<file path="src/panel_pkg.sv">
package panel_pkg;

    // panel geometry, scanned as two halves
    localparam int COL_BITS  = 6;
    localparam int COLS      = 1 << COL_BITS;
    localparam int ROW_BITS  = 5;                // row pair index
    localparam int ROW_PAIRS = 1 << ROW_BITS;

    // frame buffer word address is {row pair, column}
    localparam int FB_ADDR_BITS = ROW_BITS + COL_BITS;

    // pwm subframe counter
    localparam int SUBFRAME_BITS = 8;

    // 5-6-5 pixel, red in the top bits
    localparam int RED_BITS   = 5;
    localparam int GREEN_BITS = 6;
    localparam int BLUE_BITS  = 5;
    localparam int PIXEL_BITS = RED_BITS + GREEN_BITS + BLUE_BITS;

    localparam logic [PIXEL_BITS-1:0] PIXEL_WHITE = '1;
    localparam logic [PIXEL_BITS-1:0] PIXEL_BLACK = '0;

    localparam int CURSOR_START = 32;            // both x and y

    // button commands, codes match the move vectors
    typedef enum logic [1:0] {
        CMD_NONE    = 2'd0,
        CMD_FORWARD = 2'd1,
        CMD_LEFT    = 2'd2,
        CMD_RIGHT   = 2'd3
    } move_cmd_e;

endpackage

</file>
<file path="src/cursor_engine.sv">
module cursor_engine (
    input  logic                                 clk,
    input  logic                                 pll_locked,
    input  logic                                 steal,
    input  panel_pkg::move_cmd_e                 cmd,
    output logic                                 ready,
    output logic                                 wr_en,
    output logic                                 wr_bank,
    output logic                                 clear_all,
    output logic [panel_pkg::FB_ADDR_BITS-1:0]   wr_addr,
    output logic [panel_pkg::PIXEL_BITS-1:0]     wr_data
);
    import panel_pkg::*;

    typedef enum logic [2:0] {
        ST_CLEAR,       // startup sweep over all addresses
        ST_IDLE,
        ST_CLEAR_OLD,
        ST_UPDATE,
        ST_SET_NEW
    } engine_state_e;

    engine_state_e           state;
    move_cmd_e               pending;   // command taken in idle
    logic [FB_ADDR_BITS-1:0] clr_addr;
    logic [COL_BITS-1:0]     cur_x;
    logic [ROW_BITS:0]       cur_y;     // full 64 rows with the msb picking the bank
    logic signed [1:0]       dx;
    logic signed [1:0]       dy;

    assign ready     = (state == ST_IDLE);
    assign clear_all = steal && (state == ST_CLEAR);
    assign wr_en     = steal && (state == ST_CLEAR || state == ST_CLEAR_OLD ||
                                 state == ST_SET_NEW);
    assign wr_addr   = (state == ST_CLEAR) ? clr_addr : {cur_y[ROW_BITS-1:0], cur_x};
    assign wr_bank   = cur_y[ROW_BITS];
    assign wr_data   = (state == ST_SET_NEW) ? PIXEL_WHITE : PIXEL_BLACK;

    always_ff @(posedge clk or negedge pll_locked) begin
        if (!pll_locked) begin
            state    <= ST_CLEAR;
            pending  <= CMD_NONE;
            clr_addr <= '0;
            cur_x    <= COL_BITS'(CURSOR_START);
            cur_y    <= (ROW_BITS + 1)'(CURSOR_START);
            dx       <= 2'sd1;  // heading +x
            dy       <= 2'sd0;
        end else if (steal) begin   // frozen outside stolen subframes
            case (state)
                ST_CLEAR: begin
                    clr_addr <= clr_addr + 1'b1;
                    if (clr_addr == '1) begin
                        state <= ST_IDLE;
                    end
                end
                ST_IDLE: begin
                    if (cmd != CMD_NONE) begin
                        pending <= cmd;
                        state   <= ST_CLEAR_OLD;
                    end
                end
                ST_CLEAR_OLD: state <= ST_UPDATE;
                ST_UPDATE: begin
                    case (pending)
                        CMD_FORWARD: begin  // wraps mod 64 on both axes
                            cur_x <= cur_x + {{(COL_BITS - 2){dx[1]}}, dx};
                            cur_y <= cur_y + {{(ROW_BITS - 1){dy[1]}}, dy};
                        end
                        CMD_LEFT: begin     // ccw
                            dx <= -dy;
                            dy <= dx;
                        end
                        CMD_RIGHT: begin    // cw
                            dx <= dy;
                            dy <= -dx;
                        end
                        default: ;
                    endcase
                    state <= ST_SET_NEW;
                end
                ST_SET_NEW: state <= ST_IDLE;
                default:    state <= ST_IDLE;
            endcase
        end
    end

    // memory and cursor only change while the scan shows black
    a_wr_in_steal : assert property (@(posedge clk) disable iff (!pll_locked)
        !steal |-> !wr_en ##1 $stable({state, pending, clr_addr, cur_x, cur_y, dx, dy}));

endmodule

</file>
<file path="config.mk">
export PLATFORM = sky130hd
export DESIGN_NAME = cursor_engine
export DESIGN_NICKNAME = d
export VERILOG_FILES = /design/src/panel_pkg.sv /design/src/cursor_engine.sv
export SDC_FILE = /design/constraint.sdc
export NUM_CORES = 1
export LEC_CHECK = 0
export BUFFER_PORTS_ARGS = -buffer_cell sky130_fd_sc_hd__buf_2
export CAP_MARGIN = 20
export CORE_MARGIN = 2
export CORE_UTILIZATION = 61
export DETAILED_ROUTE_END_ITERATION = 12
export HOLD_SLACK_MARGIN = 0.08
export PLACE_DENSITY = 0.95
export REMOVE_ABC_BUFFERS = 1
export SYNTH_ARGS = -nofsm -noshare
export SYNTH_HDL_FRONTEND = slang
export SYNTH_SLANG_ARGS = --single-unit
</file>
<file path="constraint.sdc">
create_clock -name clk -period 2.7 [get_ports clk]
set_input_delay 0.27 -clock clk [delete_from_list [all_inputs] [get_ports clk]]
set_output_delay 0.27 -clock clk [all_outputs]
set_load 0.03 [all_outputs]
</file>
Word-level counts from Yosys, hierarchy flattened
Cells that the tools add are included.
{"block": "op_classes", "add_sub_neg": 5, "n_eq_ne": 10, "mux": 7, "n_reduce_logical": 12}
{"op": "$mux 16", "n": 1}
{"op": "$add 6x6->6", "n": 2}
{"op": "$pmux 3 s4", "n": 1}
{"op": "$reduce_and 3->1", "n": 4}
{"op": "$add 11x1->11 const B", "n": 1}
{"op": "$eq 11x11->1 const B", "n": 1}
{"op": "$mux 11", "n": 1}
{"op": "$pmux 2 s2", "n": 2}
{"op": "$eq 3x2->1 const B", "n": 2}
{"op": "$mux 3", "n": 2}
{"op": "$eq 2x2->1 const B", "n": 2}
{"op": "$ne 2x1->1 const B", "n": 2}
{"op": "$neg 2->2", "n": 2}
{"op": "$reduce_bool 2->1", "n": 2}
{"op": "$eq 3x1->1 const B", "n": 1}
{"op": "$eq 3x3->1 const B", "n": 1}
{"op": "$logic_not 3->1", "n": 1}
{"op": "$eq 2x1->1 const B", "n": 1}
{"op": "$logic_and 1x1->1", "n": 2}
{"op": "$logic_or 1x1->1", "n": 2}
{"op": "$reduce_and 2->1", "n": 1}
{"block": "totals", "ff_bits": 32, "inputBits": 5, "output_inout_bits": 31, "wordCells": 41}

Logic depth before layout (Yosys ltp)
{"block": "logic_depth", "depth_word": 4, "depth_mapped": 8, "ltp_nobuf": 6}

Worst setup path before layout
OpenSTA, ideal clock, no wires.
{"block": "synth_timing", "kind": "register to output", "startpoint": "reg state[0]", "endpoint": "out wr_data[10] (netlist name)", "arrival_time_ns": 2.408, "t_required_ns": 2.430, "setup_slack_ns": 0.022, "path_stages_with_launch": 4, "path_buffers": 2, "cell_sequence": "dfrtp_1 -> buf_4 -> nor3b_1 -> buf_4"}
{"block": "synth_between", "elab_chain_cells": 2}
{"element": "start, declared", "line_no": "cursor_engine.sv:23", "text": "engine_state_e state;"}
{"element": "start signal, assigned", "line_no": "cursor_engine.sv:41", "text": "state <= ST_CLEAR;"}
{"element": "start signal, assigned", "line_no": "cursor_engine.sv:53", "text": "state <= ST_IDLE;"}
{"element": "start signal, assigned", "line_no": "cursor_engine.sv:59", "text": "state <= ST_CLEAR_OLD;"}
{"element": "$eq 3x3->1", "line_no": "cursor_engine.sv:37", "text": "assign wr_data = (state == ST_SET_NEW) ? PIXEL_WHITE : PIXEL_BLACK;"}
{"element": "$mux 16", "line_no": "cursor_engine.sv:37"}
{"element": "end, declared", "line_no": "cursor_engine.sv:11", "text": "output logic [panel_pkg::PIXEL_BITS-1:0] wr_data"}
Every way passes these cells.

Worst setup path after layout
{"block": "layout_timing", "startpoint": "reg state[2]", "endpoint": "out wr_addr[10] (netlist name)"}
{"block": "layout_between", "elab_chain_cells": 2}
{"element": "$logic_not 3->1", "line_no": "cursor_engine.sv:35", "text": "assign wr_addr = (state == ST_CLEAR) ? clr_addr : {cur_y[ROW_BITS-1:0], cur_x};"}
{"element": "$mux 11", "line_no": "cursor_engine.sv:35"}
{"element": "end, declared", "line_no": "cursor_engine.sv:10", "text": "output logic [panel_pkg::FB_ADDR_BITS-1:0] wr_addr,"}
Every way passes these cells.

==> impl_metrics.ini <==
[clocking]
cts.path.max_buffers = 2
clock_latency_ps = 350
cts_resized = 0
htreeDepth = 2
clock-sinks = 32
cts_tree = done
cts_made_buffers = 5
cts_post_setup_buffers_inserted = 0
clkTransAtPathRegs_ps = 110
root_buffer = clkbuf_4

[power_and_ir_drop]
peakVddDrop_mv = 0.727
p_total_uw = 1730
cellPowerDensity_nw_per_um2 = 746
leakage_uw = 0.00119

[sta]
slew_headroom_pct = 53.5
fin_tns_setup_ps = 0
tightestPinTransition_ps = 697
fin_crit_ps = 2130
rsz0062_at_grt = false
max_freq_mhz = 470
finalHoldViolCount = 0
slew_violations = 0
setup_viol = 0
clock_skew_ps = 22.6
fin_crit_sh_pct = 78.8
holdWs_ps = 190

[cells_and_area]
layout.nets = 255
layout_commonest_cell = buf_2
syn2layout_area_growth_pct = 6.93
antennaDiodeCount = 0
mostFrequentLayoutCells = 35 x buf_2, 30 x nand2_1, 29 x dfrtp_1
drive_above_1_share_pct = 27.3

[floorplan]
initial_core_util_pct = 64.4
rows = 21
die_x_um = 63.6
coreArea_um2 = 3360
fp.dieH_um = 63.6
io_pins = 36
die-area_um2 = 4040

[job]
maxCapViolations = 0

[detailed_routing]
detail-route-antenna-nets = 0
drt-initial-drc-count = 103
drc = 0
drt_first_pass_iters = 4
drt_wl_total_um = 4140
vias_per_cell = 5.62
vias = 1597
wl_per_cell_um = 14.6

[yosys]
yosysTopAreaCell = dfrtp_1
async_reset_ff_share_pct = 100
synth_seq_cells = 32
synthTopCellsByArea = dfrtp_1 34%, mux2_2 7.3%, ha_1 6.4%, buf_4 5.9%, nand2_1 5.2%
ys_seq_area_share_pct = 37.1
synth-main-ff-cell = dfrtp_1
synth_cells = 217
ys.warnings.count = 0
synth_edf_count = 0
syn_area_um2 = 2170
synthDistinctLibCells = 42
avgSynthCellArea_um2 = 9.98
synth_top_area_share_pct = 33.5

[placed_design]
gp_routability_congestion = 0.849
hpwlAfterDp_um = 3110
port_buffers = 35

[worst_setup_path]
cp.arrival_ps = 1860
critPathRequiredTime_ps = 2430
rrSetupSlack_ps = 730
cp_max_fo = 12
criticalPathCategory = reg -> out
cp-end-kind = output pin
startpoint_type = flip-flop

[global_route]
grt_max_degree = 33
antenna_found_initial = 0
grt_first_pass_wirelength_um = 7340
grt_use_total_pct = 23.3
grt-ovfl-total = 0
first_global_vias = 1565

[outcome]
status = complete, no violations

[min_path]
hp-class = in -> reg
## cell usage after synthesis (all sizes together) (3+ instances only)
cell type   n
nand4b      5
a21oi       6
inv         3
ha         11
o211ai      3
o21ai      13
dfrtp      29
dfstp       3
o311ai      3
nand4       5
nand2b      4
xnor2       9
mux2       14
buf        23
nand3       4
nor2b       5
a211oi      3
xor2        9
a21o        6
nand2      31
nor2        8
## path summary, 6_finish.rpt
| check | endpoint | cells after the start | start |
|---|---|---|---|
| max | wr_addr[10] | 4 | state[2]$_DFFE_PN0P_ |
| min | pending[1]$_DFFE_PN0P_ | 3 | cmd[1] |
| max reg2reg | cur_y[5]$_DFFE_PN1P_ | 5 | dy[1]$_DFFE_PN0P_ |
| min reg2reg | clr_addr[7]$_DFFE_PN0P_ | 1 | clr_addr[7]$_DFFE_PN0P_ |
| max in group asynchronous | dy[0]$_DFFE_PN0P_ | 2 | pll_locked |
| min in group asynchronous | cur_x[2]$_DFFE_PN0P_ | 2 | pll_locked |
## kinds of logic after synthesis
kind of cell | after synthesis | share of synthesized area (%)
adders and majority gates | 13 | 8.20
xor gates and xnor gates | 18 | 7.28
and+or+nand+nor | 71 | 18.3
muxes | 16 | 8.20
AOI/OAI and AO/OA | 39 | 11.9
DFF | 32 | 37.1
buffers and inverters | 28 | 9.01
## routing by layer
layer	vias to the layer above	share of wire, %	GRT usage (%)
met1	768	44	30.5
li1	790	-	-
met3	3	3.9	6.07
met4	0	1.1	7.61
met5	-	0	0
met2	36	51	37.5
## power breakdown
group | switching [uW] | leakage [uW] | total (uW) | internal [uW]
Combinational | 449 | 0.000729 | 698 | 249
Clock | 171 | 0.0000422 | 365 | 194
Sequential | 113 | 0.000415 | 664 | 551
## area by class of cell
class                      count  area, um^2
fill                         273        1050
clock inverter                 2        35.0
timing repair buffer          38         200
tap                           46        57.6
sequential                    32         805
multi-input combinational    157        1170
clock buffer                   6        41.3
inverter                       3        11.3
## state kept, by name, indices dropped and copies added (netlist names)
| register | cells |
|---|---|
| clr_addr | 11 |
| cur_x | 6 |
| cur_y | 6 |
| dx | 2 |
| dy | 2 |
| pending | 2 |
| state | 3 |
## through the flow
step	util (%)	worst slack (ps)	area, um^2	cells
final	68.9	574	2320	284
after global routing	68.9	496	2320	284
after CTS	68.9	548	2320	284
after detailed placement	66.3	763	2230	275
after global placement	66.3	822	2230	275
after floorplan	-	-8300	1980	192
## worst max-delay path, cell delays in order (launching register included)
cell	delay, ps
dfrtp_1	490
nor3_1	230
buf_4	240
mux2_2	360
buf_2	180
## what timing repair did
item | in CTS | in global routing
hold buffers | 1 | 0
hold endpoints to repair | 29 | 0
endpoints found under the setup margin | 0 | 0
No activity file was read; power rests on OpenSTA's default activity.
