$ cat config.mk
export PLATFORM = sky130hd
export DESIGN_NAME = pixel_pwm
export DESIGN_NICKNAME = d
export VERILOG_FILES = /design/src/panel_pkg.sv /design/src/pixel_pwm.sv
export SDC_FILE = /design/constraint.sdc
export NUM_CORES = 1
export LEC_CHECK = 0
export BUFFER_PORTS_ARGS = -buffer_cell sky130_fd_sc_hd__buf_2
export CAP_MARGIN = 30
export CORE_ASPECT_RATIO = 1.2
export CORE_MARGIN = 4
export CORE_UTILIZATION = 32
export DETAILED_ROUTE_END_ITERATION = 16
export PLACE_DENSITY_LB_ADDON = 0.2
export SKIP_LAST_GASP = 1
export SLEW_MARGIN = 5
export SYNTH_ARGS = -nofsm -noshare
export SYNTH_HDL_FRONTEND = slang
export SYNTH_SLANG_ARGS = --single-unit
$ cat constraint.sdc
create_clock -name vclk -period 3.8
set_clock_uncertainty 0.05 [all_clocks]
set_input_delay 0.76 -clock vclk [all_inputs]
set_output_delay 0.76 -clock vclk [all_outputs]
set_load 0.005 [all_outputs]
$ cat src/panel_pkg.sv
package panel_pkg;

    // panel geometry, scanned as two halves
    localparam int COL_BITS  = 6;
    localparam int COLS      = 1 << COL_BITS;
    localparam int ROW_BITS  = 5;                // row pair index
    localparam int ROW_PAIRS = 1 << ROW_BITS;

    // frame buffer word address is {row pair, column}
    localparam int FB_ADDR_BITS = ROW_BITS + COL_BITS;

    // pwm subframe counter
    localparam int SUBFRAME_BITS = 8;

    // 5-6-5 pixel, red in the top bits
    localparam int RED_BITS   = 5;
    localparam int GREEN_BITS = 6;
    localparam int BLUE_BITS  = 5;
    localparam int PIXEL_BITS = RED_BITS + GREEN_BITS + BLUE_BITS;

    localparam logic [PIXEL_BITS-1:0] PIXEL_WHITE = '1;
    localparam logic [PIXEL_BITS-1:0] PIXEL_BLACK = '0;

    localparam int CURSOR_START = 32;            // both x and y

    // button commands, codes match the move vectors
    typedef enum logic [1:0] {
        CMD_NONE    = 2'd0,
        CMD_FORWARD = 2'd1,
        CMD_LEFT    = 2'd2,
        CMD_RIGHT   = 2'd3
    } move_cmd_e;

endpackage

$ cat src/pixel_pwm.sv
module pixel_pwm (
    input  logic [panel_pkg::SUBFRAME_BITS-1:0] subframe,
    input  logic                                steal,
    input  logic [panel_pkg::PIXEL_BITS-1:0]    rd_top,
    input  logic [panel_pkg::PIXEL_BITS-1:0]    rd_bottom,
    output logic [2:0]                          pwm_top,
    output logic [2:0]                          pwm_bottom
);
    import panel_pkg::*;

    logic [SUBFRAME_BITS-1:0] threshold;

    // bit reversed subframe spreads the on time, less flicker
    always_comb begin
        for (int i = 0; i < SUBFRAME_BITS; i++) begin
            threshold[i] = subframe[SUBFRAME_BITS-1-i];
        end
    end

    // {blue, green, red} on bits for one 5-6-5 pixel
    function automatic logic [2:0] channel_bits(input logic [PIXEL_BITS-1:0] px,
                                                input logic [SUBFRAME_BITS-1:0] thr);
        logic [SUBFRAME_BITS-1:0] r8;
        logic [SUBFRAME_BITS-1:0] g8;
        logic [SUBFRAME_BITS-1:0] b8;
        r8 = {px[PIXEL_BITS-1 -: RED_BITS], {(SUBFRAME_BITS - RED_BITS){1'b0}}};
        g8 = {px[BLUE_BITS +: GREEN_BITS], {(SUBFRAME_BITS - GREEN_BITS){1'b0}}};
        b8 = {px[0 +: BLUE_BITS], {(SUBFRAME_BITS - BLUE_BITS){1'b0}}};
        return {b8 > thr, g8 > thr, r8 > thr};
    endfunction

    assign pwm_top    = steal ? 3'b000 : channel_bits(rd_top, threshold);
    assign pwm_bottom = steal ? 3'b000 : channel_bits(rd_bottom, threshold);

endmodule

### Yosys cells after proc, flatten, opt, wreduce, memory -nomap -nowiden

Cells that the tools add are included.

| operators by class | value |
|---|---|
| $add $sub $neg | 0 |
| multipliers | 0 |
| div/mod/pow operators | 0 |
| order comparisons | 6 |
| eq/ne operators | 0 |
| shift-type cells | 0 |
| mux-type cells | 2 |
| bitwise gates (word level) | 0 |
| reduce and logical (&&, ||, !) cells | 0 |

Operators with widths:

| operator | number |
|---|---|
| $gt A8 B8 Y1 | 6 |
| $mux W3 | 2 |

| word-level totals | value |
|---|---|
| flip-flop bits (word level) | 0 |
| latch bits | 0 |
| bits in writable memories | 0 |
| bits in read-only memories | 0 |
| input bits | 41 |
| logic and storage cells | 8 |
| memories kept | 0 |

### Longest topological paths before layout

Gate-level depths: netlist of run 1.

| depth | value |
|---|---|
| word-level depth | 2 |
| gate-level depth with buffers | 5 |
| gate-level depth less buffers | 5 |

### Worst setup path before layout of run 1

No wires, ideal clock.

| timing | value |
|---|---|
| path type | input-to-output |
| start point | input subframe[0] (netlist bit) |
| end point | output pwm_bottom[2] |
| arrival time | 1.717 ns |
| required time | 2.990 ns |
| setup slack | 1.273 ns |
| cell stages on the path | 5 |
| cell sequence | inv_1 -> ha_1 -> and4_4 -> a31o_2 -> a21oi_1 |

| on the way | value |
|---|---|
| cells in the longest elaborated chain, start to end | 2 |

RTL lines:

| element | line | source |
|---|---|---|
| start: declaration | pixel_pwm.sv:2 | `input logic [panel_pkg::SUBFRAME_BITS-1:0] subframe,` |
| $gt A8 B8 Y1 | pixel_pwm.sv:29 | `return {b8 > thr, g8 > thr, r8 > thr};` |
| $mux W3 | pixel_pwm.sv:33 | `assign pwm_bottom = steal ? 3'b000 : channel_bits(rd_bottom, threshold);` |
| end: declaration | pixel_pwm.sv:7 | `output logic [2:0] pwm_bottom` |

Every way passes these cells.

### Final worst setup path of run 1

Ends and elaborated chain as after synthesis.

==> results of run 1 <==
## cells in the final DEF (no fill, tap or decap)
cell       n
o22a_1     2
a21oi_1   14
a211oi_1   2
a21o_1     4
nor4_1     2
a32oi_1    4
nand4_1    2
buf_2     47
inv_1      6
nand2_1    4
nor3_2     1
a31o_2     4
and4_4     3
ha_1      32
and4_1     1
## layer usage
layer	part of all wire	wire [µm]
met3	0.061	132
met5	0	0
met1	0.43	932
met4	0	0
met2	0.50	1080
## kinds of logic after synthesis
logic type,Yosys count
buffers and inverters,6
AO/OA/AOI/OAI,30
AND/OR/NAND/NOR,13
adder cells (fa/ha/maj),32
## layout make-up
class / instances / share of cell area
repair buffers: 47 / 0.237
inverters: 6 / 0.0227
multi-input cells: 75 / 0.702
well taps: 30 / 0.0379
## metrics by stage
step | cells | hold slack [ns] | total power [mW] | utilization
6_report | 158 | 1.83 | 0.101 | 0.473
5_1_grt | 158 | 1.86 | 0.117 | 0.473
4_1_cts | 158 | 1.84 | 0.102 | 0.473
3_5_place_dp | 158 | 1.83 | 0.102 | 0.473
3_3_place_gp | 158 | 1.83 | 0.0988 | 0.473
2_1_floorplan | 81 | 1.50 | 0.0582 | -
## worst min path at each step
stage                     startpoint             to  slack, ns
after global routing           steal     pwm_top[1]       1.86
after CTS                      steal     pwm_top[1]       1.84
after detailed placement       steal     pwm_top[1]       1.83
after floorplan                steal  pwm_bottom[1]       1.50
after global placement         steal     pwm_top[1]       1.83
final                          steal     pwm_top[1]       1.83
## critical path: stages
cell,delay [ns]
buf_2,0.09
inv_1,0.22
ha_1,0.31
and4_4,0.20
a31o_2,0.23
a21oi_1,0.11
buf_2,0.12
## power by group
part,internal [mW],leakage (nW),total [mW],switching (mW)
combinational,0.0518,0.572,0.101,0.0489
clock,0,0,0,0
sequential,0,0,0,0
==> impl_metrics.env, run 1 <==
export IMPL_drive_above_1_share=0.430
export IMPL_synth_top_family_by_area="adder cells"
export IMPL_syn_avg_cell_area_um2=8.87
export IMPL_yosysMostFrequentCell="ha_1"
export IMPL_min_path_type="in2out"
export IMPL_core_rowCount=18
export IMPL_fmax_ghz=0.349
export IMPL_rsz0062_at_grt="false"
export IMPL_syn_area_um2=718
export IMPL_min_period_over_period=0.755
export IMPL_period_needed_ns=2.87
export IMPL_overflow=0
export IMPL_remaining_drc_errors=0
export IMPL_synthTopCellsByArea="ha_1 56%, a21oi_1 9.8%, a31o_2 4.9%"
export IMPL_min_delay_path_depth=3
export IMPL_final_setup_viol_count=0
export IMPL_final_nets=203
export IMPL_cts_hold_buf=0
export IMPL_grt_pass1_wl_mm=3.55
export IMPL_worstMarginPinSlew_ns=0.346
export IMPL_crit_end="pwm_bottom[2]"
export IMPL_cap_violations=0
export IMPL_outcome="complete, no violations"
export IMPL_portBuffers=47
export IMPL_worstPathMaxFanout=6
export IMPL_multi_input_area_um2=696
export IMPL_vdd_drop_max_v=0.0000476
export IMPL_critPathKind="in2out"
export IMPL_final_area_um2=991
export IMPL_grt_use_total=0.147
export IMPL_synth_xor_area_share=0
export IMPL_finalHoldViolCount=0
export IMPL_wl_per_cell_um=13.6
export IMPL_setup_tns_ns=0
export IMPL_yosys_warnings=0
export IMPL_initial_core_util=0.343
export IMPL_grt_met2_usage=0.295
export IMPL_place_gp_congestion=0.795
export IMPL_io_pins=47
export IMPL_cp_data_required_time_ns=2.99
export IMPL_detail_route_iter0_violations=1
export IMPL_seq_area_um2=0
export IMPL_synth_mux_area_frac=0
export IMPL_ant_nets=0
export IMPL_worstSetupEndpointType="output pin"
export IMPL_pre_cts_ws_ns=0.908
export IMPL_diodes=0
export IMPL_via_per_inst=5.18
export IMPL_dieArea_um2=3070
export IMPL_p_per_area_nw_per_um2=102
export IMPL_postSynthNetCount=154
export IMPL_grt_busiest_layer="met2"
export IMPL_hpwlAfterDp_mm=1.89
export IMPL_synth_simple_area_share=0.129
export IMPL_synthCells=81
export IMPL_routed_wl_mm=2.15
export IMPL_post_dp_cell_area_um2=991
export IMPL_num_vias=818
export IMPL_synthAdderAreaFrac=0.557
export IMPL_relSlewSlack=0.768
export IMPL_grtUsageMet3=0.00998
export IMPL_leakagePower_nw=0.572
export IMPL_grt_max_degree=7
export IMPL_ys_types=14
export IMPL_worstSetupStartpointType="input port"
export IMPL_fillers=229
export IMPL_syn2layout_area_growth_pct=38.0
export IMPL_n_clock_buffer=0
export IMPL_drv_slew=0
export IMPL_arrival_ns=2.06
export IMPL_coreArea_um2=2090
export IMPL_synth_compound_gate_area_share=0.282
export IMPL_synthTopCellsByCount="32 x ha_1, 14 x a21oi_1, 6 x inv_1"
export IMPL_yosys_area_top_type="ha_1"
export IMPL_drt_pass1_iterations=3
export IMPL_cts_resized=0
export IMPL_postCtsSetupRepairBufs=0
export IMPL_grt_pass1_vias=836
export IMPL_use_met1=0.179
export IMPL_crit_start="subframe[0]"
export IMPL_antenna_found_initial=0
export IMPL_seq_cell_count=0
export IMPL_die_w_um=51.2
export IMPL_ys_seq_area_frac=0
export IMPL_die_h_um=59.9
export IMPL_synth_top_area_frac=0.557
export IMPL_finalWorstSetupSlack_ns=0.931
Note: power is estimated with default switching activity, not from simulation.
==> inputs of run 2 (changes only) <==
==> constraint.sdc (replaced) <==
create_clock -name vclk -period 2.7
set_clock_uncertainty 0.05 [all_clocks]
set_input_delay 0.54 -clock vclk [all_inputs]
set_output_delay 0.54 -clock vclk [all_outputs]
set_load 0.005 [all_outputs]
==> run 2 against run 1 <==
Compared with the run above: sequential share of layout area did not move; routed wire length shrank 1.2%; hold slack got worse by 0.45 ns; global-route usage decreased by 0.52 points; largest power group unchanged; utilization is the same; cell area is the same; via count down 0.98%; non-clock buffer count stayed put; first-iteration DRC count rose to 8.0 times the previous value.
==> impl_metrics.env, run 2 (synthesized netlist as in run 1, its figures left out) <==
export IMPL_drive_above_1_share=0.430
export IMPL_wl_per_cell_um=13.4
export IMPL_path_common_cell="buf_2"
export IMPL_initial_core_util=0.343
export IMPL_worstSetupStartpointType="input port"
export IMPL_min_period_over_period=0.898
export IMPL_grt_max_degree=7
export IMPL_worstPathMaxFanout=6
export IMPL_io_pins=47
export IMPL_power_switching_mw=0.0684
export IMPL_cts_resized=0
export IMPL_p_per_area_nw_per_um2=143
export IMPL_final_setup_viol_count=0
export IMPL_final_nets=203
export IMPL_seq_cell_count=0
export IMPL_grt_use_total=0.141
export IMPL_relSlewSlack=0.777
export IMPL_p_int_mw=0.0729
export IMPL_cts_hold_buf=0
export IMPL_overflow=0
export IMPL_worstMarginPinSlew_ns=0.332
export IMPL_final_cell_mix="47 x buf_2, 32 x ha_1, 14 x a21oi_1, 6 x inv_1"
export IMPL_setup_tns_ns=0
export IMPL_coreArea_um2=2090
export IMPL_swShare=0.484
export IMPL_finalHoldViolCount=0
export IMPL_drt_pass1_iterations=3
export IMPL_multi_input_area_um2=696
export IMPL_cap_violations=0
export IMPL_worst_path_max_delay_cell="ha_1"
export IMPL_via_per_inst=5.13
export IMPL_drv_slew=0
export IMPL_path_buf_inv=3
export IMPL_dp_cells=158
export IMPL_routed_wl_mm=2.12
export IMPL_grt_pass1_vias=837
export IMPL_portBuffers=47
export IMPL_place_gp_congestion=0.795
export IMPL_power_frac_clock=0
export IMPL_num_vias=810
export IMPL_diodes=0
export IMPL_detail_route_iter0_violations=8
export IMPL_hpwlAfterDp_mm=1.88
export IMPL_finalHoldWorstSlack_ns=1.38
export IMPL_final_area_um2=991
export IMPL_leakagePower_nw=0.572
export IMPL_dieArea_um2=3070
export IMPL_seq_area_um2=0
export IMPL_period_needed_ns=2.42
export IMPL_fillers=225
export IMPL_layout_commonest_cell="buf_2"
export IMPL_die_w_um=51.2
export IMPL_outcome="complete, no violations"
export IMPL_fmax_ghz=0.412
export IMPL_critPathKind="in2out"
export IMPL_worstSetupEndpointType="output pin"
export IMPL_cpPeakStageDelay_ns=0.29
export IMPL_min_path_type="in2out"
export IMPL_postCtsSetupRepairBufs=0
export IMPL_combinationalPowerShare=1.000
export IMPL_crit_family="buffers and inverters"
export IMPL_instances_no_fill=158
export IMPL_n_clock_buffer=0
export IMPL_core_rowCount=18
export IMPL_vdd_drop_max_v=0.0000639
export IMPL_cp_cell_sequence="buf_2 -> inv_1 -> ha_1 -> and4_1 -> a31o_2 -> a21oi_1 -> buf_2"
export IMPL_post_dp_cell_area_um2=991
export IMPL_arrival_ns=1.83
export IMPL_die_h_um=59.9
export IMPL_antenna_found_initial=0
export IMPL_syn2layout_area_growth_pct=38.0
export IMPL_cp_data_required_time_ns=2.11
export IMPL_rsz0062_at_grt="false"
export IMPL_remaining_drc_errors=0
export IMPL_grt_pass1_wl_mm=3.44
export IMPL_ant_nets=0
export IMPL_pwr_share_seq=0
## run 2: cell counts in the layout (fill, tap and decap cells not counted)
No cell type changed its count.
## run 2: final timing paths
check | cells after the start | from | end | slack (ns)
min | 3 | steal | pwm_top[1] | 1.38
max | 7 | subframe[1] | pwm_bottom[0] | 0.28
## run 2: power by group through the flow
stage | sequential [mW] | clock [mW] | combinational [mW]
2_1_floorplan | 0 | 0 | 0.0819
3_3_place_gp | 0 | 0 | 0.139
3_5_place_dp | 0 | 0 | 0.143
4_1_cts | 0 | 0 | 0.144
5_1_grt | 0 | 0 | 0.165
6_report | 0 | 0 | 0.141
## run 2: cell type report
cell class                      count  area share
Multi-Input combinational cell     75       0.702
Timing Repair Buffer               47       0.237
Tap cell                           30      0.0379
Inverter                            6      0.0227
## run 2: per-stage QoR
stage,total power [mW],util,setup WS [ns]
2_1_floorplan,0.0819,-,0.613
3_3_place_gp,0.139,0.473,0.257
3_5_place_dp,0.143,0.473,0.247
4_1_cts,0.144,0.473,0.246
5_1_grt,0.165,0.473,0.157
6_report,0.141,0.473,0.275
## run 2: worst min-delay path, delay by kind of cell
family | cells | cell delay, ns
buffers and inverters | 2 | 0.28
AO/OA/AOI/OAI | 1 | 0.07
## run 2: routing by layer
metal	part of all wire	GRT usage
met4	0	0
met3	0.070	0.00998
met2	0.51	0.291
met1	0.42	0.167
met5	0	0
==> inputs of run 3 (changes only) <==
--- a/config.mk
+++ b/config.mk
@@ -5,11 +5,12 @@
 export SDC_FILE = /design/constraint.sdc
 export NUM_CORES = 1
 export LEC_CHECK = 0
+export ABC_CLOCK_PERIOD_IN_PS = 2700
 export BUFFER_PORTS_ARGS = -buffer_cell sky130_fd_sc_hd__buf_2
 export CAP_MARGIN = 30
 export CORE_ASPECT_RATIO = 1.2
 export CORE_MARGIN = 4
-export CORE_UTILIZATION = 32
+export CORE_UTILIZATION = 35
 export DETAILED_ROUTE_END_ITERATION = 16
 export PLACE_DENSITY_LB_ADDON = 0.2
 export SKIP_LAST_GASP = 1
==> run 3 against run 2 <==
Compared with the run above: first-iteration DRC count is 50% lower; maximum frequency is 0.70% lower; routed wire length is 1.9% lower; count of clock-buffer cells in the layout stayed put; sequential share of layout area stayed put; combinational power hardly changed; cell area is 1.4% lower; power is 0.13% higher; final cell count is 7.0% lower; sequential cell count stayed put; critical path depth stayed put; largest cell class unchanged; largest power group unchanged; highest routed layer unchanged.
==> impl_metrics.env, run 3 (synthesized netlist as in run 1, its figures left out) <==
export IMPL_outcome="complete, no violations"
export IMPL_drive_above_1_share=0.430
export IMPL_grt_met2_usage=0.307
export IMPL_post_dp_cell_area_um2=977
export IMPL_drv_slew=0
export IMPL_seq_area_um2=0
export IMPL_grtUsageMet3=0.0103
export IMPL_path_buf_inv=3
export IMPL_leakagePower_nw=0.572
export IMPL_rsz0062_at_grt="false"
export IMPL_core_rowCount=17
export IMPL_worstSetupEndpointType="output pin"
export IMPL_hpwlAfterDp_mm=1.86
export IMPL_period_needed_ns=2.44
export IMPL_use_met1=0.176
export IMPL_via_per_inst=5.59
export IMPL_diodes=0
export IMPL_worstSetupStartpointType="input port"
export IMPL_min_path_type="in2out"
export IMPL_p_per_area_nw_per_um2=145
export IMPL_cts_resized=0
export IMPL_layout_commonest_cell="buf_2"
export IMPL_final_setup_viol_count=0
export IMPL_die_h_um=57.6
export IMPL_num_vias=822
export IMPL_io_pins=47
export IMPL_min_period_over_period=0.904
export IMPL_crit_family="buffers and inverters"
export IMPL_final_area_um2=977
export IMPL_syn2layout_area_growth_pct=36.1
export IMPL_grt_pass1_vias=850
export IMPL_drt_pass1_iterations=4
export IMPL_vdd_drop_max_v=0.0000659
export IMPL_place_gp_congestion=0.769
export IMPL_cp_depth=7
export IMPL_final_cell_mix="47 x buf_2, 32 x ha_1, 14 x a21oi_1, 6 x inv_1"
export IMPL_n_clock_buffer=0
export IMPL_routed_wl_mm=2.08
export IMPL_worstPathMaxFanout=6
export IMPL_critPathKind="in2out"
export IMPL_cp_cell_sequence="buf_2 -> inv_1 -> ha_1 -> and4_4 -> a31o_2 -> a21oi_1 -> buf_2"
export IMPL_overflow=0
export IMPL_cpPeakStageDelay_ns=0.31
export IMPL_cts_hold_buf=0
export IMPL_relSlewSlack=0.756
export IMPL_coreArea_um2=1890
export IMPL_wl_per_cell_um=14.2
export IMPL_seq_cell_count=0
export IMPL_fmax_ghz=0.410
export IMPL_remaining_drc_errors=0
export IMPL_ant_nets=0
export IMPL_grt_max_degree=7
export IMPL_dieArea_um2=2840
export IMPL_postCtsSetupRepairBufs=0
export IMPL_final_nets=203
export IMPL_detail_route_iter0_violations=4
export IMPL_finalHoldViolCount=0
export IMPL_worst_path_max_delay_cell="ha_1"
export IMPL_grt_busiest_layer="met2"
export IMPL_setup_tns_ns=0
export IMPL_portBuffers=47
export IMPL_grt_pass1_wl_mm=3.48
export IMPL_crit_start="subframe[0]"
export IMPL_worstMarginPinSlew_ns=0.365
export IMPL_cap_violations=0
export IMPL_die_w_um=49.4
export IMPL_cp_data_required_time_ns=2.11
export IMPL_arrival_ns=1.85
export IMPL_grt_use_total=0.150
export IMPL_antenna_found_initial=0
export IMPL_crit_end="pwm_top[0]"
export IMPL_initial_core_util=0.379
export IMPL_path_common_cell="buf_2"
## run 3: cell counts in the layout (fill, tap and decap cells not counted)
No cell type changed its count.
## run 3: worst min-delay path by stage
| stage | slack, ns | endpoint | from | cells after the start |
|---|---|---|---|---|
| floorplan | 1.06 | pwm_bottom[1] | steal | 1 |
| global placement | 1.39 | pwm_top[1] | steal | 3 |
| detailed placement | 1.39 | pwm_bottom[1] | steal | 3 |
| CTS | 1.40 | pwm_bottom[1] | steal | 3 |
| global route | 1.41 | pwm_top[1] | steal | 3 |
| finish | 1.39 | pwm_bottom[1] | steal | 3 |
## run 3: layer usage
| layer | part of all wire | vias up |
|---|---|---|
| met5 | 0 | - |
| met4 | 0 | 0 |
| met3 | 0.054 | 0 |
| met2 | 0.52 | 28 |
| met1 | 0.43 | 364 |
| li1 | - | 430 |
## run 3: power breakdown
group | switching, mW | internal, mW | leakage [nW]
Clock | 0 | 0 | 0
Sequential | 0 | 0 | 0
Combinational | 0.0685 | 0.0730 | 0.572
Total | 0.0685 | 0.0730 | 0.572
## run 3: final cells by class
cell class	count	area, µm²
timing repair buffer	47	235
multi-input combinational	75	696
tap	19	23.8
inverter	6	22.5
fill	201	916
## run 3: worst min-delay path: cells and delay by family
kind	cells	cell delay [ns]
compound gates	1	0.07
buf+inv	2	0.29
## run 3: metrics by stage
stage	power [mW]	setup WS, ns	std cells	util	hold WS [ns]
floorplan	0.0819	0.613	81	-	1.06
finish	0.142	0.258	147	0.516	1.39
global placement	0.138	0.266	147	0.516	1.39
detailed placement	0.143	0.237	147	0.516	1.39
CTS	0.144	0.228	147	0.516	1.40
global route	0.163	0.161	147	0.516	1.41
