<file path="config.mk">
export PLATFORM = sky130hd
export DESIGN_NAME = panel_scan
export DESIGN_NICKNAME = d
export VERILOG_FILES = /design/src/panel_pkg.sv /design/src/panel_scan.sv
export SDC_FILE = /design/constraint.sdc
export NUM_CORES = 1
export LEC_CHECK = 0
export BUFFER_PORTS_ARGS = -buffer_cell sky130_fd_sc_hd__buf_4
export CORE_MARGIN = 2
export CORE_UTILIZATION = 51
export CTS_BUF_LIST = sky130_fd_sc_hd__clkbuf_4 sky130_fd_sc_hd__clkbuf_8 sky130_fd_sc_hd__clkbuf_16
export CTS_CLUSTER_SIZE = 10
export DETAILED_ROUTE_END_ITERATION = 12
export GPL_TIMING_DRIVEN = 0
export PLACE_DENSITY = 0.81
export SETUP_SLACK_MARGIN = 0.3
export SYNTH_ARGS = -nofsm -noshare
export SYNTH_HDL_FRONTEND = slang
export SYNTH_SLANG_ARGS = --single-unit
</file>
<file path="constraint.sdc">
create_clock -name clk -period 1.9 [get_ports clk]
set_input_delay 0.095 -clock clk [delete_from_list [all_inputs] [get_ports clk]]
set_output_delay 0.095 -clock clk [all_outputs]
set_load 0.05 [all_outputs]
</file>
<file path="src/panel_pkg.sv">
package panel_pkg;

    // panel geometry, scanned as two halves
    localparam int COL_BITS  = 6;
    localparam int COLS      = 1 << COL_BITS;
    localparam int ROW_BITS  = 5;                // row pair index
    localparam int ROW_PAIRS = 1 << ROW_BITS;

    // frame buffer word address is {row pair, column}
    localparam int FB_ADDR_BITS = ROW_BITS + COL_BITS;

    // pwm subframe counter
    localparam int SUBFRAME_BITS = 8;

    // 5-6-5 pixel, red in the top bits
    localparam int RED_BITS   = 5;
    localparam int GREEN_BITS = 6;
    localparam int BLUE_BITS  = 5;
    localparam int PIXEL_BITS = RED_BITS + GREEN_BITS + BLUE_BITS;

    localparam logic [PIXEL_BITS-1:0] PIXEL_WHITE = '1;
    localparam logic [PIXEL_BITS-1:0] PIXEL_BLACK = '0;

    localparam int CURSOR_START = 32;            // both x and y

    // button commands, codes match the move vectors
    typedef enum logic [1:0] {
        CMD_NONE    = 2'd0,
        CMD_FORWARD = 2'd1,
        CMD_LEFT    = 2'd2,
        CMD_RIGHT   = 2'd3
    } move_cmd_e;

endpackage

</file>
<file path="src/panel_scan.sv">
module panel_scan #(
    parameter int STEAL_BITS = 4
) (
    input  logic                                clk,
    input  logic                                pll_locked,
    input  logic [2:0]                          pwm_top,
    input  logic [2:0]                          pwm_bottom,
    output logic [panel_pkg::FB_ADDR_BITS-1:0]  scan_addr,
    output logic [panel_pkg::SUBFRAME_BITS-1:0] subframe,
    output logic                                steal,
    output logic [2:0]                          rgb_top,
    output logic [2:0]                          rgb_bottom,
    output logic [panel_pkg::ROW_BITS-1:0]      row_addr,
    output logic                                blank,
    output logic                                latch,
    output logic                                sclk
);
    import panel_pkg::*;

    typedef enum logic [1:0] {
        ST_FETCH,
        ST_SHIFT,
        ST_LATCH,
        ST_UNBLANK
    } scan_state_e;

    scan_state_e         state;
    logic [COL_BITS-1:0] col;       // column being read
    logic [ROW_BITS-1:0] row;       // row pair being shifted
    logic                shown;     // a row has been latched since reset

    assign scan_addr = {row, col};
    assign steal     = &subframe[STEAL_BITS-1:0];

    always_ff @(posedge clk or negedge pll_locked) begin
        if (!pll_locked) begin
            state      <= ST_FETCH;
            col        <= '0;
            row        <= '0;
            subframe   <= '0;
            shown      <= 1'b0;
            row_addr   <= '1;       // first latch then shows row 0
            blank      <= 1'b1;
            latch      <= 1'b0;
            sclk       <= 1'b0;
            rgb_top    <= 3'b000;
            rgb_bottom <= 3'b000;
        end else begin
            case (state)
                ST_FETCH: begin
                    col   <= col + 1'b1;
                    blank <= ~shown;    // dark until the first latch
                    state <= ST_SHIFT;
                end
                ST_SHIFT: begin
                    rgb_top    <= pwm_top;  // read data of the previous address
                    rgb_bottom <= pwm_bottom;
                    sclk       <= 1'b1;
                    if (col == '0) begin
                        state <= ST_LATCH;  // wrapped, column 63 went out
                    end else begin
                        col <= col + 1'b1;
                    end
                end
                ST_LATCH: begin
                    rgb_top    <= 3'b000;
                    rgb_bottom <= 3'b000;
                    sclk       <= 1'b0;
                    blank      <= 1'b1;
                    latch      <= 1'b1;
                    shown      <= 1'b1;
                    state      <= ST_UNBLANK;
                end
                ST_UNBLANK: begin
                    latch    <= 1'b0;
                    row_addr <= row;        // drive the row just latched
                    row      <= row + 1'b1;
                    if (row == ROW_BITS'(ROW_PAIRS - 1)) begin
                        subframe <= subframe + 1'b1;
                    end
                    state <= ST_FETCH;
                end
                default: state <= ST_FETCH;
            endcase
        end
    end

    // latch sits inside a blank window that outlasts it by one cycle
    a_latch_blank : assert property (@(posedge clk) disable iff (!pll_locked)
        latch |-> blank ##1 (blank && !latch && !sclk));

endmodule

</file>
Word level (Yosys, flattened, before mapping)

Index checks and enable logic that the tools add are counted.

Output and inout bits: 34
Register bits after elaboration: 36
Bits of input ports: 8

Bitwise logic cells: 1
Reductions and logical operators: 9
Eq/ne operators: 6
Multiplexer cells: 9
Add/subtract/negate cells: 3

Operators by type and width:

| operator                                            | number |
|---|---|
| one-hot mux 3 bit (2 select lines)                  | 2 |
| one-hot mux 6 bit (2 select lines)                  | 1 |
| adder 8 x 1 -> 8 bit, second input constant         | 1 |
| one-hot mux 2 bit (4 select lines)                  | 1 |
| nonzero test 2 bit                                  | 4 |
| adder 6 x 1 -> 6 bit, second input constant         | 1 |
| zero test 6 bit                                     | 1 |
| two-way mux 6 bit                                   | 1 |
| one-hot mux 1 bit (2 select lines)                  | 3 |
| adder 5 x 1 -> 5 bit, second input constant         | 1 |
| equality test 5 bit, second input constant          | 1 |
| equality test 2 bit, second input constant          | 2 |
| inequality test 2 bit, second input constant        | 2 |
| AND reduction 2 bit                                 | 2 |
| AND reduction 4 bit                                 | 1 |
| equality test 2 x 1 -> 1 bit, second input constant | 1 |
| zero test 2 bit                                     | 1 |
| two-way mux 2 bit                                   | 1 |
| NOT 1 bit                                           | 1 |

Longest topological paths before layout

Gate-level depths: netlist of the first run.

Depth after elaboration: 3
Gate-level depth with buffers: 6
Gate-level depth less buffers: 6

Worst setup path before layout of the first run

No wires, ideal clock.

Path kind: reg2reg
Start: register row[0]
End: register subframe[1] (netlist name)
Arrival: 1.694 ns
Period minus slack after synthesis: 1.819 ns
Stages on the path, launching flop included: 6
Path slack: 0.081 ns
Data required time: 1.775 ns
Buffers on the path: 0
Cells stage by stage: dfrtp_1 -> ha_1 -> and3_1 -> ha_1 -> nand2_1 -> mux2_2

Word-level cells in the longest chain between the ends: 2

Ends and longest elaborated chain:

| what                          | RTL line         | source |
|---|---|---|
| start: declaration            | panel_scan.sv:29 | `logic [ROW_BITS-1:0] row;` |
| start signal: assignment      | panel_scan.sv:77 | `row <= row + 1'b1;` |
| equality test 5 bit           | panel_scan.sv:78 | `if (row == ROW_BITS'(ROW_PAIRS - 1)) begin` |
| AND reduction 2 bit (no line) | -                |  |
| end signal: assignment        | panel_scan.sv:79 | `subframe <= subframe + 1'b1;` |
| end: declaration              | panel_scan.sv:9  | `output logic [panel_pkg::SUBFRAME_BITS-1:0] subframe,` |

Every way passes these cells.
A chain may end at the register's enable or synchronous reset.

Worst setup path after layout of the first run

Start: register row[1]
End: register subframe[1] (netlist name)

Same word-level chain as after synthesis.

==> flow_summary_export.csv, run 1 <==
group,metric,value,unit
yosys,synth_edf_count,0,
power,p_int,1.03,mW
power,p_clk_frac,0.356,
drt,post_drt_via_cell_ratio,4.92,
setup_path,r2r_setup_slack,0.34,ns
status,status,"complete, no violations",
drt,first_pass_iters,4,
final_layout,drive_above_1_share,0.437,
power,leakagePower,1.11,nW
place,gp_congestion,0.787,
yosys,ys_async_sr_fraction,1.00,
setup_path,cp-start-kind,"register",
setup_path,slowest_delay,0.44,ns
drt,remaining_drc_errors,0,
setup_path,worst-path-buf-inv,0,
power,p_seq_frac,0.587,
setup_path,path_max_fanout,5,
timing,final.setup.worst_slack,0.341,ns
place,dp.cells,218,
yosys,synth_seq_cells,36,
drt,drt_iter0_drc,22,
timing,timing.fmax,641,MHz
die,row_count,20,
cts,cts_tree,"done",
final_layout,fillers,229,
cts,path_clk_slew,0.10,ns
timing,maxSlewViolCount,0,
drt,wl,3.24,mm
die,start_util,0.529,
run,cap_violations,0,
power,ir_drop,442,uV
setup_path,path_cells,"ha_2 -> and3_1 -> ha_2 -> nand2_2 -> mux2_2",
drt,vias,1152,
timing,layout_min_cycle_time,1.56,ns
final_layout,post-route-cell-area,0.00215,mm^2
place,place_ws,0.274,ns
die,fp.dieH,60.0,um
yosys,syn-num-nets,150,
cts,clock_latency,0.33,ns
cts,cts.sinks,36,
setup_path,end_kind,"register",
setup_path,criticalPathCategory,"register to register",
setup_path,critPathTopFamily,"flip-flops",
power,p_comb_frac,0.057,
power,power_density,615,mW/mm^2
yosys,synth_cell_type_count,28,
yosys,yosysWarnings,0,
drt,final_antenna_net_count,0,
global_route,grt_overflow,0,
place,portBuffers,41,
final_layout,areaGrowthSynthToFinish,34.4,%
global_route,grt_max_degree,37,
cts,cts_buffers,5,
timing,worst_pin_slew,0.440,ns
global_route,grt.total_usage,0.199,
yosys,ys.flop_type,"dfrtp_1",
cts,ctsRootBufferMaster,"clkbuf_4",
timing,setup_viol,0,
yosys,seq_area_frac_synth,0.568,
setup_path,slowest_stage,"dfrtp_2",
power,switchingPower,291,uW
die,fp.dieW,60.0,um
setup_path,worst-endpoint-arrival,1.79,ns
die,ios,42,
yosys,synth_area,0.00160,mm^2
yosys,avgSynthCellArea,12.0,um^2
global_route,grt_pass1_vias,1132,
place,dpl-instance-area,0.00198,mm^2
timing,setup_tns,0,ns
final_layout,nets,206,
yosys,postSynthCellCount,133,
timing,rsz0062_at_grt,"false",
place,dp_hpwl,2.24,mm
timing,skew,0.00625,ns
setup_path,cp_common_cell,"ha_2",
final_layout,antenna-diode-count,0,
die,core-area,0.00303,mm^2
timing,final-hold-violation-count,0,
min_path,hold_path.class,"primary input to register",
global_route,grt_first_pass_wirelength,5.11,mm
setup_path,required,2.13,ns
power,switching_share,0.220,
die,fp.dieArea,0.00360,mm^2
cts,clockBufferDepth,2,
global_route,antenna_found_initial,0,
drt,routedWlPerCell,13.8,um
final_layout,instances_no_fill,234,
cts,htreeDepth,2,
timing,post-route-period-util,0.821,
timing,slew-limit-headroom,0.707,
==> synthesized netlist by cell type (4+ instances only) <==
| master | n | share of area |
|---|---|---|
| ha_1 | 9 | 0.070 |
| nand3b_1 | 6 | 0.028 |
| xor2_1 | 8 | 0.044 |
| mux2_2 | 8 | 0.056 |
| nand3_1 | 4 | 0.013 |
| nand2_1 | 7 | 0.016 |
| xnor2_1 | 6 | 0.033 |
| dfrtp_1 | 30 | 0.47 |
| inv_1 | 12 | 0.028 |
| nor2_1 | 9 | 0.021 |
| dfstp_2 | 6 | 0.099 |
| o21ai_0 | 7 | 0.022 |
==> metal layers <==
layer | GRT usage | up-vias | wire, um | part of all wire
met4 | 0.0794 | 0 | 19 | 0.0059
met2 | 0.340 | 34 | 1700 | 0.53
met5 | 0 | - | 0 | 0
li1 | - | 558 | - | -
met3 | 0.0736 | 2 | 162 | 0.050
met1 | 0.223 | 558 | 1350 | 0.42
==> tightest hold or removal path, stage by stage <==
cell and delay, ns:
buf_4 0.08, nand3b_1 0.06, o21ai_0 0.07
==> flip-flops by register name (all words and copies together) (netlist names) <==
| name | flops |
|---|---|
| rgb_top | 3 |
| row_addr | 5 |
| shown | 1 |
| col | 6 |
| state | 2 |
| subframe | 8 |
| rgb_bottom | 3 |
| row | 5 |
| sclk | 1 |
| blank | 1 |
| latch | 1 |
==> stage by stage <==
stage,util,hold slack (ns),power [mW]
after floorplan,-,-0.201,0.821
after global placement,0.653,0.0629,0.858
after detailed placement,0.653,0.0721,0.860
after CTS,0.700,0.00217,1.33
after global routing,0.710,0.0116,1.37
final,0.710,0.00706,1.32
==> power groups by stage <==
stage	clock [mW]	combinational, mW	sequential [mW]
final	0.471	0.0759	0.777
after global routing	0.511	0.0821	0.778
after CTS	0.479	0.0771	0.777
after detailed placement	0	0.0693	0.791
after global placement	0	0.0668	0.791
after floorplan	0	0.00724	0.814
==> layout by cell type (no fill, tap or decap), drive strengths merged, types with 7 or more instances in the layout <==
cell type  count
buf           45
clkbuf        10
dfrtp         30
ha             9
inv           12
mux2          10
nand2          7
nor2           9
o21ai          8
xor2           8
==> layout make-up <==
cell class              instances  area [um^2]  share of cell area
plain buffers                   3         13.8             0.00640
clock buffers                   8         72.6              0.0337
inverters                      12         45.0              0.0209
multi-input cells              82          669               0.311
flip-flops and latches         36          915               0.425
well taps                      44         55.1              0.0256
repair buffers                 49          380               0.177
==> final timing paths <==
kind	start	endpoint	cells after the start
setup / recovery	row[1]$_DFFE_PN0P_	subframe[1]$_DFFE_PN0P_	5
hold / removal	pwm_bottom[0]	rgb_bottom[0]$_DFFE_PN0P_	3
setup reg to reg	row[1]$_DFFE_PN0P_	subframe[1]$_DFFE_PN0P_	5
hold reg to reg	subframe[7]$_DFFE_PN0P_	subframe[7]$_DFFE_PN0P_	1
max in group asynchronous	pll_locked	row_addr[2]$_DFFE_PN1P_	2
min in group asynchronous	pll_locked	subframe[7]$_DFFE_PN0P_	2
==> what timing repair did <==
| action | in CTS | in global routing |
|---|---|---|
| endpoints found under the setup margin | 2 | 11 |
| gates cloned | 0 | 0 |
| hold buffers | 5 | 0 |
| endpoints found under the hold margin | 34 | 0 |
| pin swaps | 1 | 0 |
| resized for setup | 1 | 8 |
| buffers inserted | 2 | 1 |
==> cells by family (layout without fill, tap and decap cells) <==
kind of cell             count (synthesis)  in the layout  synth area share
XOR/XNOR                                14             14            0.0766
adder cells (fa/ha/maj)                  9              9            0.0704
multiplexers                            12             12            0.0829
flip-flops                              36             36             0.568
AND/OR/NAND/NOR                         34             34             0.117
AO/OA/AOI/OAI                           13             13            0.0493
buffers and inverters                   15             72            0.0360
No activity file was read; power rests on OpenSTA's default activity.
==> run 2: changes to the inputs <==
--- a/config.mk
+++ b/config.mk
@@ -5,9 +5,10 @@
 export SDC_FILE = /design/constraint.sdc
 export NUM_CORES = 1
 export LEC_CHECK = 0
+export ABC_AREA = 1
 export BUFFER_PORTS_ARGS = -buffer_cell sky130_fd_sc_hd__buf_4
 export CORE_MARGIN = 2
-export CORE_UTILIZATION = 51
+export CORE_UTILIZATION = 52
 export CTS_BUF_LIST = sky130_fd_sc_hd__clkbuf_4 sky130_fd_sc_hd__clkbuf_8 sky130_fd_sc_hd__clkbuf_16
 export CTS_CLUSTER_SIZE = 10
 export DETAILED_ROUTE_END_ITERATION = 12
==> constraint.sdc (replaced) <==
create_clock -name clk -period 1.6 [get_ports clk]
set_input_delay 0.08 -clock clk [delete_from_list [all_inputs] [get_ports clk]]
set_output_delay 0.08 -clock clk [all_outputs]
set_load 0.05 [all_outputs]
==> run 2 against run 1 <==
Synthesized cell count up 30%. Sequential power up 19%. Hold slack better by 0.0097 ns. Global-route usage up 3.4 points. Via count up 24%. First-iteration DRC count rose to 3.8 times the previous value. Register-to-register slack worse by 0.17 ns. Synthesized area up 6.3%. Fmax up 8.9%. Sequential cell count unchanged. Utilization up 13 points. Power up 17%. Critical path type unchanged.
==> flow_summary_export.csv, run 2 <==
group,metric,value,unit
cts,clock_latency,0.34,ns
setup_path,required,1.83,ns
power,p_clk_frac,0.344,
setup_path,path_max_fanout,3,
yosys,yosysWarnings,0,
place,gp_congestion,0.780,
cts,path_clk_slew,0.11,ns
timing,layout_min_cycle_time,1.43,ns
setup_path,end_kind,"register",
drt,wl,4.38,mm
drt,post_drt_via_cell_ratio,4.96,
setup_path,worst-endpoint-arrival,1.66,ns
timing,rsz0062_at_grt,"true",
final_layout,final_core_util,0.839,
yosys,ys_async_sr_fraction,1.00,
yosys,synth_compound_area_frac,0.0478,
cts,htreeDepth,2,
setup_path,cp.depth,5,
drt,drt_iter0_drc,84,
timing,post-route-period-util,0.895,
timing,maxSlewViolCount,0,
yosys,synth_seq_cells,36,
yosys,postSynthCellCount,173,
setup_path,criticalPathCategory,"register to register",
global_route,grt_max_degree,37,
power,power_density,599,mW/mm^2
die,ios,42,
timing,slew-limit-headroom,0.704,
setup_path,critPathTopFamily,"flip-flops",
yosys,seq_area_frac_synth,0.534,
global_route,grt.total_usage,0.233,
min_path,whs_path_depth,3,
die,core-area,0.00308,mm^2
final_layout,final_cell_mix,"buf_4 (55), nand2_1 (22), dfrtp_1 (21)",
timing,setup_viol,0,
setup_path,cp_common_cell,"ha_4",
yosys,synth_area_leaders,"dfrtp_1 (44%), dfstp_2 (9.3%), ha_1 (6.6%), nand2_1 (6.4%), nand3_1 (6.2%)",
yosys,synth_area,0.00170,mm^2
global_route,grt_overflow,0,
timing,setup_tns,0,ns
timing,final-hold-violation-count,0,
timing,worst_pin_slew,0.443,ns
drt,vias,1428,
min_path,hold_path.class,"primary input to register",
final_layout,antenna-diode-count,0,
power,p_comb_frac,0.060,
status,status,"complete, no violations",
yosys,avgSynthCellArea,9.84,um^2
yosys,synth.mux.area_fraction,0.0331,
yosys,syn-num-nets,190,
die,row_count,20,
timing,timing.fmax,698,MHz
setup_path,cp-start-kind,"register",
place,dp_hpwl,2.50,mm
drt,final_antenna_net_count,0,
yosys,synthSimpleGateAreaFrac,0.194,
yosys,synth_cell_type_count,28,
cts,cts_buffers,5,
yosys,ys_top_cells_by_count,"dfrtp_1 (30), nand2_1 (29), inv_1 (21), nand3_1 (21)",
place,portBuffers,41,
yosys,synth_top_family_by_area,"simple AND/OR/NAND/NOR gates",
final_layout,nets,260,
die,fp.dieW,61.2,um
yosys,synthAdderAreaFrac,0.0662,
setup_path,r2r_cells,5,
power,p_seq_frac,0.597,
global_route,grt_pass1_vias,1370,
cts,cts.sinks,36,
cts,ctsRootBufferMaster,"clkbuf_4",
timing,skew,0.0122,ns
die,start_util,0.553,
final_layout,regMostFlops,"subframe",
final_layout,drive_above_1_share,0.541,
power,leakagePower,1.27,nW
cts,clockBufferDepth,2,
final_layout,largest_register_ffs,8,
yosys,synth_edf_count,0,
yosys,synth_top_area_cell,"dfrtp_1",
final_layout,areaGrowthSynthToFinish,51.8,%
final_layout,layout_commonest_cell,"buf_4",
global_route,antenna_found_initial,0,
power,switching_share,0.234,
power,p_int,1.18,mW
yosys,yosysMostFrequentCell,"dfrtp_1",
yosys,yosys.area_share.xor_xnor,0.0566,
global_route,grt_first_pass_wirelength,6.17,mm
setup_path,worst-path-buf-inv,0,
drt,first_pass_iters,6,
setup_path,slowest_stage,"dfrtp_2",
final_layout,top_regs,"subframe: 8 flops, col: 6 flops",
die,fp.dieH,61.2,um
setup_path,slowest_delay,0.44,ns
die,fp.dieArea,0.00375,mm^2
power,ir_drop,526,uV
cts,cts_tree,"done",
drt,remaining_drc_errors,0,
yosys,yosysTopAreaCellShare,0.441,
yosys,ys.flop_type,"dfrtp_1",
run,cap_violations,0,
power,switchingPower,362,uW
drt,routedWlPerCell,15.2,um
setup_path,path_cells,"ha_4 -> and3_4 -> ha_4 -> nand2_4 -> mux2_4",
-- run 2: cell types whose count changed after synthesis, moves of 3 or more --
| cell | before | now |
|---|---|---|
| nand3b_1 | 6 | 0 |
| mux2_2 | 8 | 5 |
| inv_1 | 12 | 21 |
| nand3_1 | 4 | 21 |
| nand2_1 | 7 | 29 |
| nand2_2 | 0 | 3 |
-- run 2: cell families after synthesis --
group,Yosys count
AO/OA/AOI/OAI,14
XOR/XNOR,11
adder cells (fa/ha/maj),9
buffers and inverters,27
flip-flops,36
multiplexers,5
AND/OR/NAND/NOR,71
-- run 2: path summary, 6_finish.rpt --
kind,startpoint,end,slack (ns)
hold reg to reg,shown$_DFFE_PN0N_,blank$_DFFE_PN1P_,0.47
min in group asynchronous,pll_locked,row[3]$_DFFE_PN0P_,0.21
setup reg to reg,row[0]$_DFFE_PN0P_,subframe[1]$_DFFE_PN0P_,0.17
setup / recovery,row[0]$_DFFE_PN0P_,subframe[1]$_DFFE_PN0P_,0.17
hold / removal,pwm_top[0],rgb_top[0]$_DFFE_PN0P_,0.02
max in group asynchronous,pll_locked,col[0]$_DFFE_PN0P_,1.03
-- run 2: layer usage --
metal / routed length (um) / vias to the layer above / share of wire / track usage
met3: 167 / 8 / 0.038 / 0.0672
met2: 2410 / 37 / 0.55 / 0.395
met1: 1730 / 691 / 0.40 / 0.261
li1: - / 692 / - / -
met5: 0 / - / 0 / 0
met4: 72 / 0 / 0.016 / 0.134
-- run 2: power by group through the flow --
stage | registers [mW] | clock network (mW) | logic, mW
after floorplan | 0.967 | 0 | 0.00838
after global placement | 0.939 | 0 | 0.0795
after detailed placement | 0.939 | 0 | 0.0817
after CTS | 0.922 | 0.543 | 0.0932
after global routing | 0.924 | 0.577 | 0.0997
final | 0.922 | 0.532 | 0.0920
-- run 2: metrics by stage --
stage | total power, mW | hold WS [ns] | setup WS (ns) | area, um^2 | cells
after floorplan | 0.975 | -0.216 | 0.0225 | 1770 | 173
after global placement | 1.02 | 0.0492 | 0.169 | 2130 | 258
after detailed placement | 1.02 | 0.0580 | 0.131 | 2130 | 258
after CTS | 1.56 | 0.0146 | 0.178 | 2440 | 283
after global routing | 1.60 | 0.0409 | 0.130 | 2580 | 288
final | 1.55 | 0.0167 | 0.168 | 2580 | 288
-- run 2: layout make-up --
cell class	count	area, um^2
Inverter	22	93.8
Clock buffer	7	58.8
Buffer	5	57.6
Multi-Input combinational cell	110	877
Timing Repair Buffer	63	513
Clock inverter	1	7.51
Sequential cell	36	920
Tap cell	44	55.1
Fill cell	180	495
-- run 2: worst register-to-register path: stages (launching register included) --
cell,delay [ns]
dfrtp_2,0.44
ha_4,0.16
and3_4,0.15
ha_4,0.18
nand2_4,0.09
mux2_4,0.30
-- run 2: repair_timing --
action / in CTS / in global routing
endpoints found under the hold margin: 40 / 0
setup endpoints to repair: 22 / 28
gates cloned: 0 / 1
resized for setup: 27 / 22
pin swaps: 9 / 5
buffers inserted: 11 / 4
hold buffers: 6 / 0
==> run 3: changes to the inputs <==
--- a/config.mk
+++ b/config.mk
@@ -7,6 +7,7 @@
 export LEC_CHECK = 0
 export ABC_AREA = 1
 export BUFFER_PORTS_ARGS = -buffer_cell sky130_fd_sc_hd__buf_4
+export CORE_ASPECT_RATIO = 2
 export CORE_MARGIN = 2
 export CORE_UTILIZATION = 52
 export CTS_BUF_LIST = sky130_fd_sc_hd__clkbuf_4 sky130_fd_sc_hd__clkbuf_8 sky130_fd_sc_hd__clkbuf_16
==> run 3 against run 2 <==
Via count rose by 2.9%. Non-clock buffer count decreased by 6. Register-to-register slack better by 0.03 ns. Critical path depth did not move. Global-route usage is 1.4 points higher. Combinational power down 8.8%.
==> flow_summary_export.csv, run 3 (synthesized netlist as in run 2, its figures left out) <==
group,metric,value,unit
status,status,"complete, no violations",
final_layout,areaGrowthSynthToFinish,49.2,%
cts,clock_latency,0.29,ns
final_layout,top_regs,"subframe: 8 flops, col: 6 flops",
final_layout,regMostFlops,"subframe",
place,portBuffers,41,
run,cap_violations,0,
setup_path,worst-endpoint-arrival,1.58,ns
place,dpl-instance-area,0.00211,mm^2
timing,final-hold-violation-count,0,
timing,skew,0.00650,ns
final_layout,regArea,920,um^2
setup_path,path_cells,"ha_4 -> and3_4 -> ha_4 -> nand2_4 -> mux2_4",
drt,first_pass_iters,4,
final_layout,largest_register_ffs,8,
power,power_density,670,mW/mm^2
timing,setup_tns,0,ns
final_layout,final_core_util,0.804,
drt,wl,4.30,mm
die,ios,42,
global_route,grt_first_pass_wirelength,6.85,mm
power,p_comb_frac,0.049,
global_route,grt_pass1_vias,1587,
setup_path,slowest_delay,0.43,ns
setup_path,criticalPathCategory,"register to register",
power,switching_share,0.218,
drt,remaining_drc_errors,0,
cts,cts_buffers,5,
drt,routedWlPerCell,16.0,um
power,switchingPower,371,uW
timing,layout_min_cycle_time,1.40,ns
cts,cts_tree,"done",
final_layout,post-route-cell-area,0.00254,mm^2
final_layout,antenna-diode-count,0,
die,fp.dieW,44.5,um
place,gp_congestion,0.803,
drt,drt_iter0_drc,32,
timing,hold_ws,0.0275,ns
final_layout,fillers,176,
die,core-area,0.00316,mm^2
timing,post-route-period-util,0.877,
final_layout,layout_commonest_cell,"buf_4",
timing,setup_viol,0,
final_layout,drive_above_1_share,0.555,
timing,slew-limit-headroom,0.699,
die,start_util,0.539,
global_route,grt_max_degree,37,
die,fp.dieArea,0.00377,mm^2
min_path,hold_path.class,"primary input to register",
final_layout,multiInputGateArea,873,um^2
final_layout,final_cell_mix,"buf_4 (55), nand2_1 (21), dfrtp_1 (21)",
place,place_ws,0.138,ns
setup_path,slowest_stage,"dfrtp_2",
setup_path,cp_common_cell,"ha_4",
global_route,grt_overflow,0,
setup_path,required,1.78,ns
place,dp_hpwl,2.79,mm
power,ir_drop,948,uV
global_route,grt.total_usage,0.247,
power,p_clk_frac,0.408,
setup_path,cp-start-kind,"register",
cts,ctsRootBufferMaster,"clkbuf_8",
power,total_power,1.70,mW
timing,timing.fmax,712,MHz
setup_path,end_kind,"register",
timing,worst_pin_slew,0.452,ns
cts,cts.sinks,36,
global_route,antenna_found_initial,0,
timing,rsz0062_at_grt,"true",
cts,clockBufferDepth,2,
timing,maxSlewViolCount,0,
power,p_int,1.33,mW
die,row_count,29,
setup_path,path_max_fanout,3,
timing,final.setup.worst_slack,0.196,ns
drt,post_drt_via_cell_ratio,5.46,
final_layout,nets,254,
drt,final_antenna_net_count,0,
drt,vias,1469,
die,fp.dieH,84.9,um
final_layout,instances_no_fill,269,
cts,path_clk_slew,0.07,ns
power,p_seq_frac,0.543,
cts,htreeDepth,2,
place,dp.cells,245,
power,leakagePower,1.28,nW
==> run 3: changes by cell type in the layout (fill, tap and decap cells not counted), moves of 2 or more <==
cell	delta
clkbuf_4	-4
clkbuf_8	+5
dlygate4sd3_1	-5
ha_4	-2
nand3_1	-2
nand3_2	+3
==> run 3: worst max-delay path, delay by kind of cell (launching register included) <==
kind	cells	cell delay, ns
simple gates	2	0.24
mux	1	0.30
flops	1	0.43
fa+ha+maj	2	0.33
==> run 3: power by group through the flow <==
stage	sequential, mW	combinational [mW]	clock [mW]
2_1_floorplan	0.967	0.00838	0
6_report	0.923	0.0839	0.694
5_1_grt	0.923	0.0906	0.747
3_3_place_gp	0.939	0.0797	0
3_5_place_dp	0.940	0.0824	0
4_1_cts	0.923	0.0845	0.701
==> run 3: final cells by class <==
cell class / instances / area share
clock buffers: 8 / 0.0384
multi-input cells: 110 / 0.344
plain buffers: 5 / 0.0222
repair buffers: 57 / 0.183
flip-flops and latches: 36 / 0.362
well taps: 31 / 0.0153
inverters: 22 / 0.0350
==> run 3: what timing repair did <==
| action | in CTS | in global routing |
|---|---|---|
| hold endpoints to repair | 30 | 0 |
| pin swaps | 5 | 3 |
| resized for setup | 27 | 22 |
| endpoints found under the setup margin | 23 | 22 |
| cloned | 0 | 1 |
| setup buffers | 9 | 5 |
| hold buffers | 1 | 0 |
==> run 3: worst paths after layout <==
kind | slack [ns] | cells after the start | start | end
max | 0.20 | 5 | row[1]$_DFFE_PN0P_ | subframe[1]$_DFFE_PN0P_
min | 0.03 | 3 | pwm_bottom[2] | rgb_bottom[2]$_DFFE_PN0P_
max reg2reg | 0.20 | 5 | row[1]$_DFFE_PN0P_ | subframe[1]$_DFFE_PN0P_
min reg2reg | 0.46 | 1 | shown$_DFFE_PN0N_ | blank$_DFFE_PN1P_
max in group asynchronous | 0.96 | 2 | pll_locked | row_addr[1]$_DFFE_PN1P_
min in group asynchronous | 0.29 | 2 | pll_locked | subframe[5]$_DFFE_PN0P_
==> run 3: metal layers <==
| metal | vias to the layer above | wire [um] | GRT usage |
|---|---|---|---|
| li1 | 678 | - | - |
| met1 | 744 | 1460 | 0.240 |
| met2 | 35 | 2580 | 0.448 |
| met3 | 12 | 128 | 0.0553 |
| met4 | 0 | 126 | 0.138 |
| met5 | - | 0 | 0 |
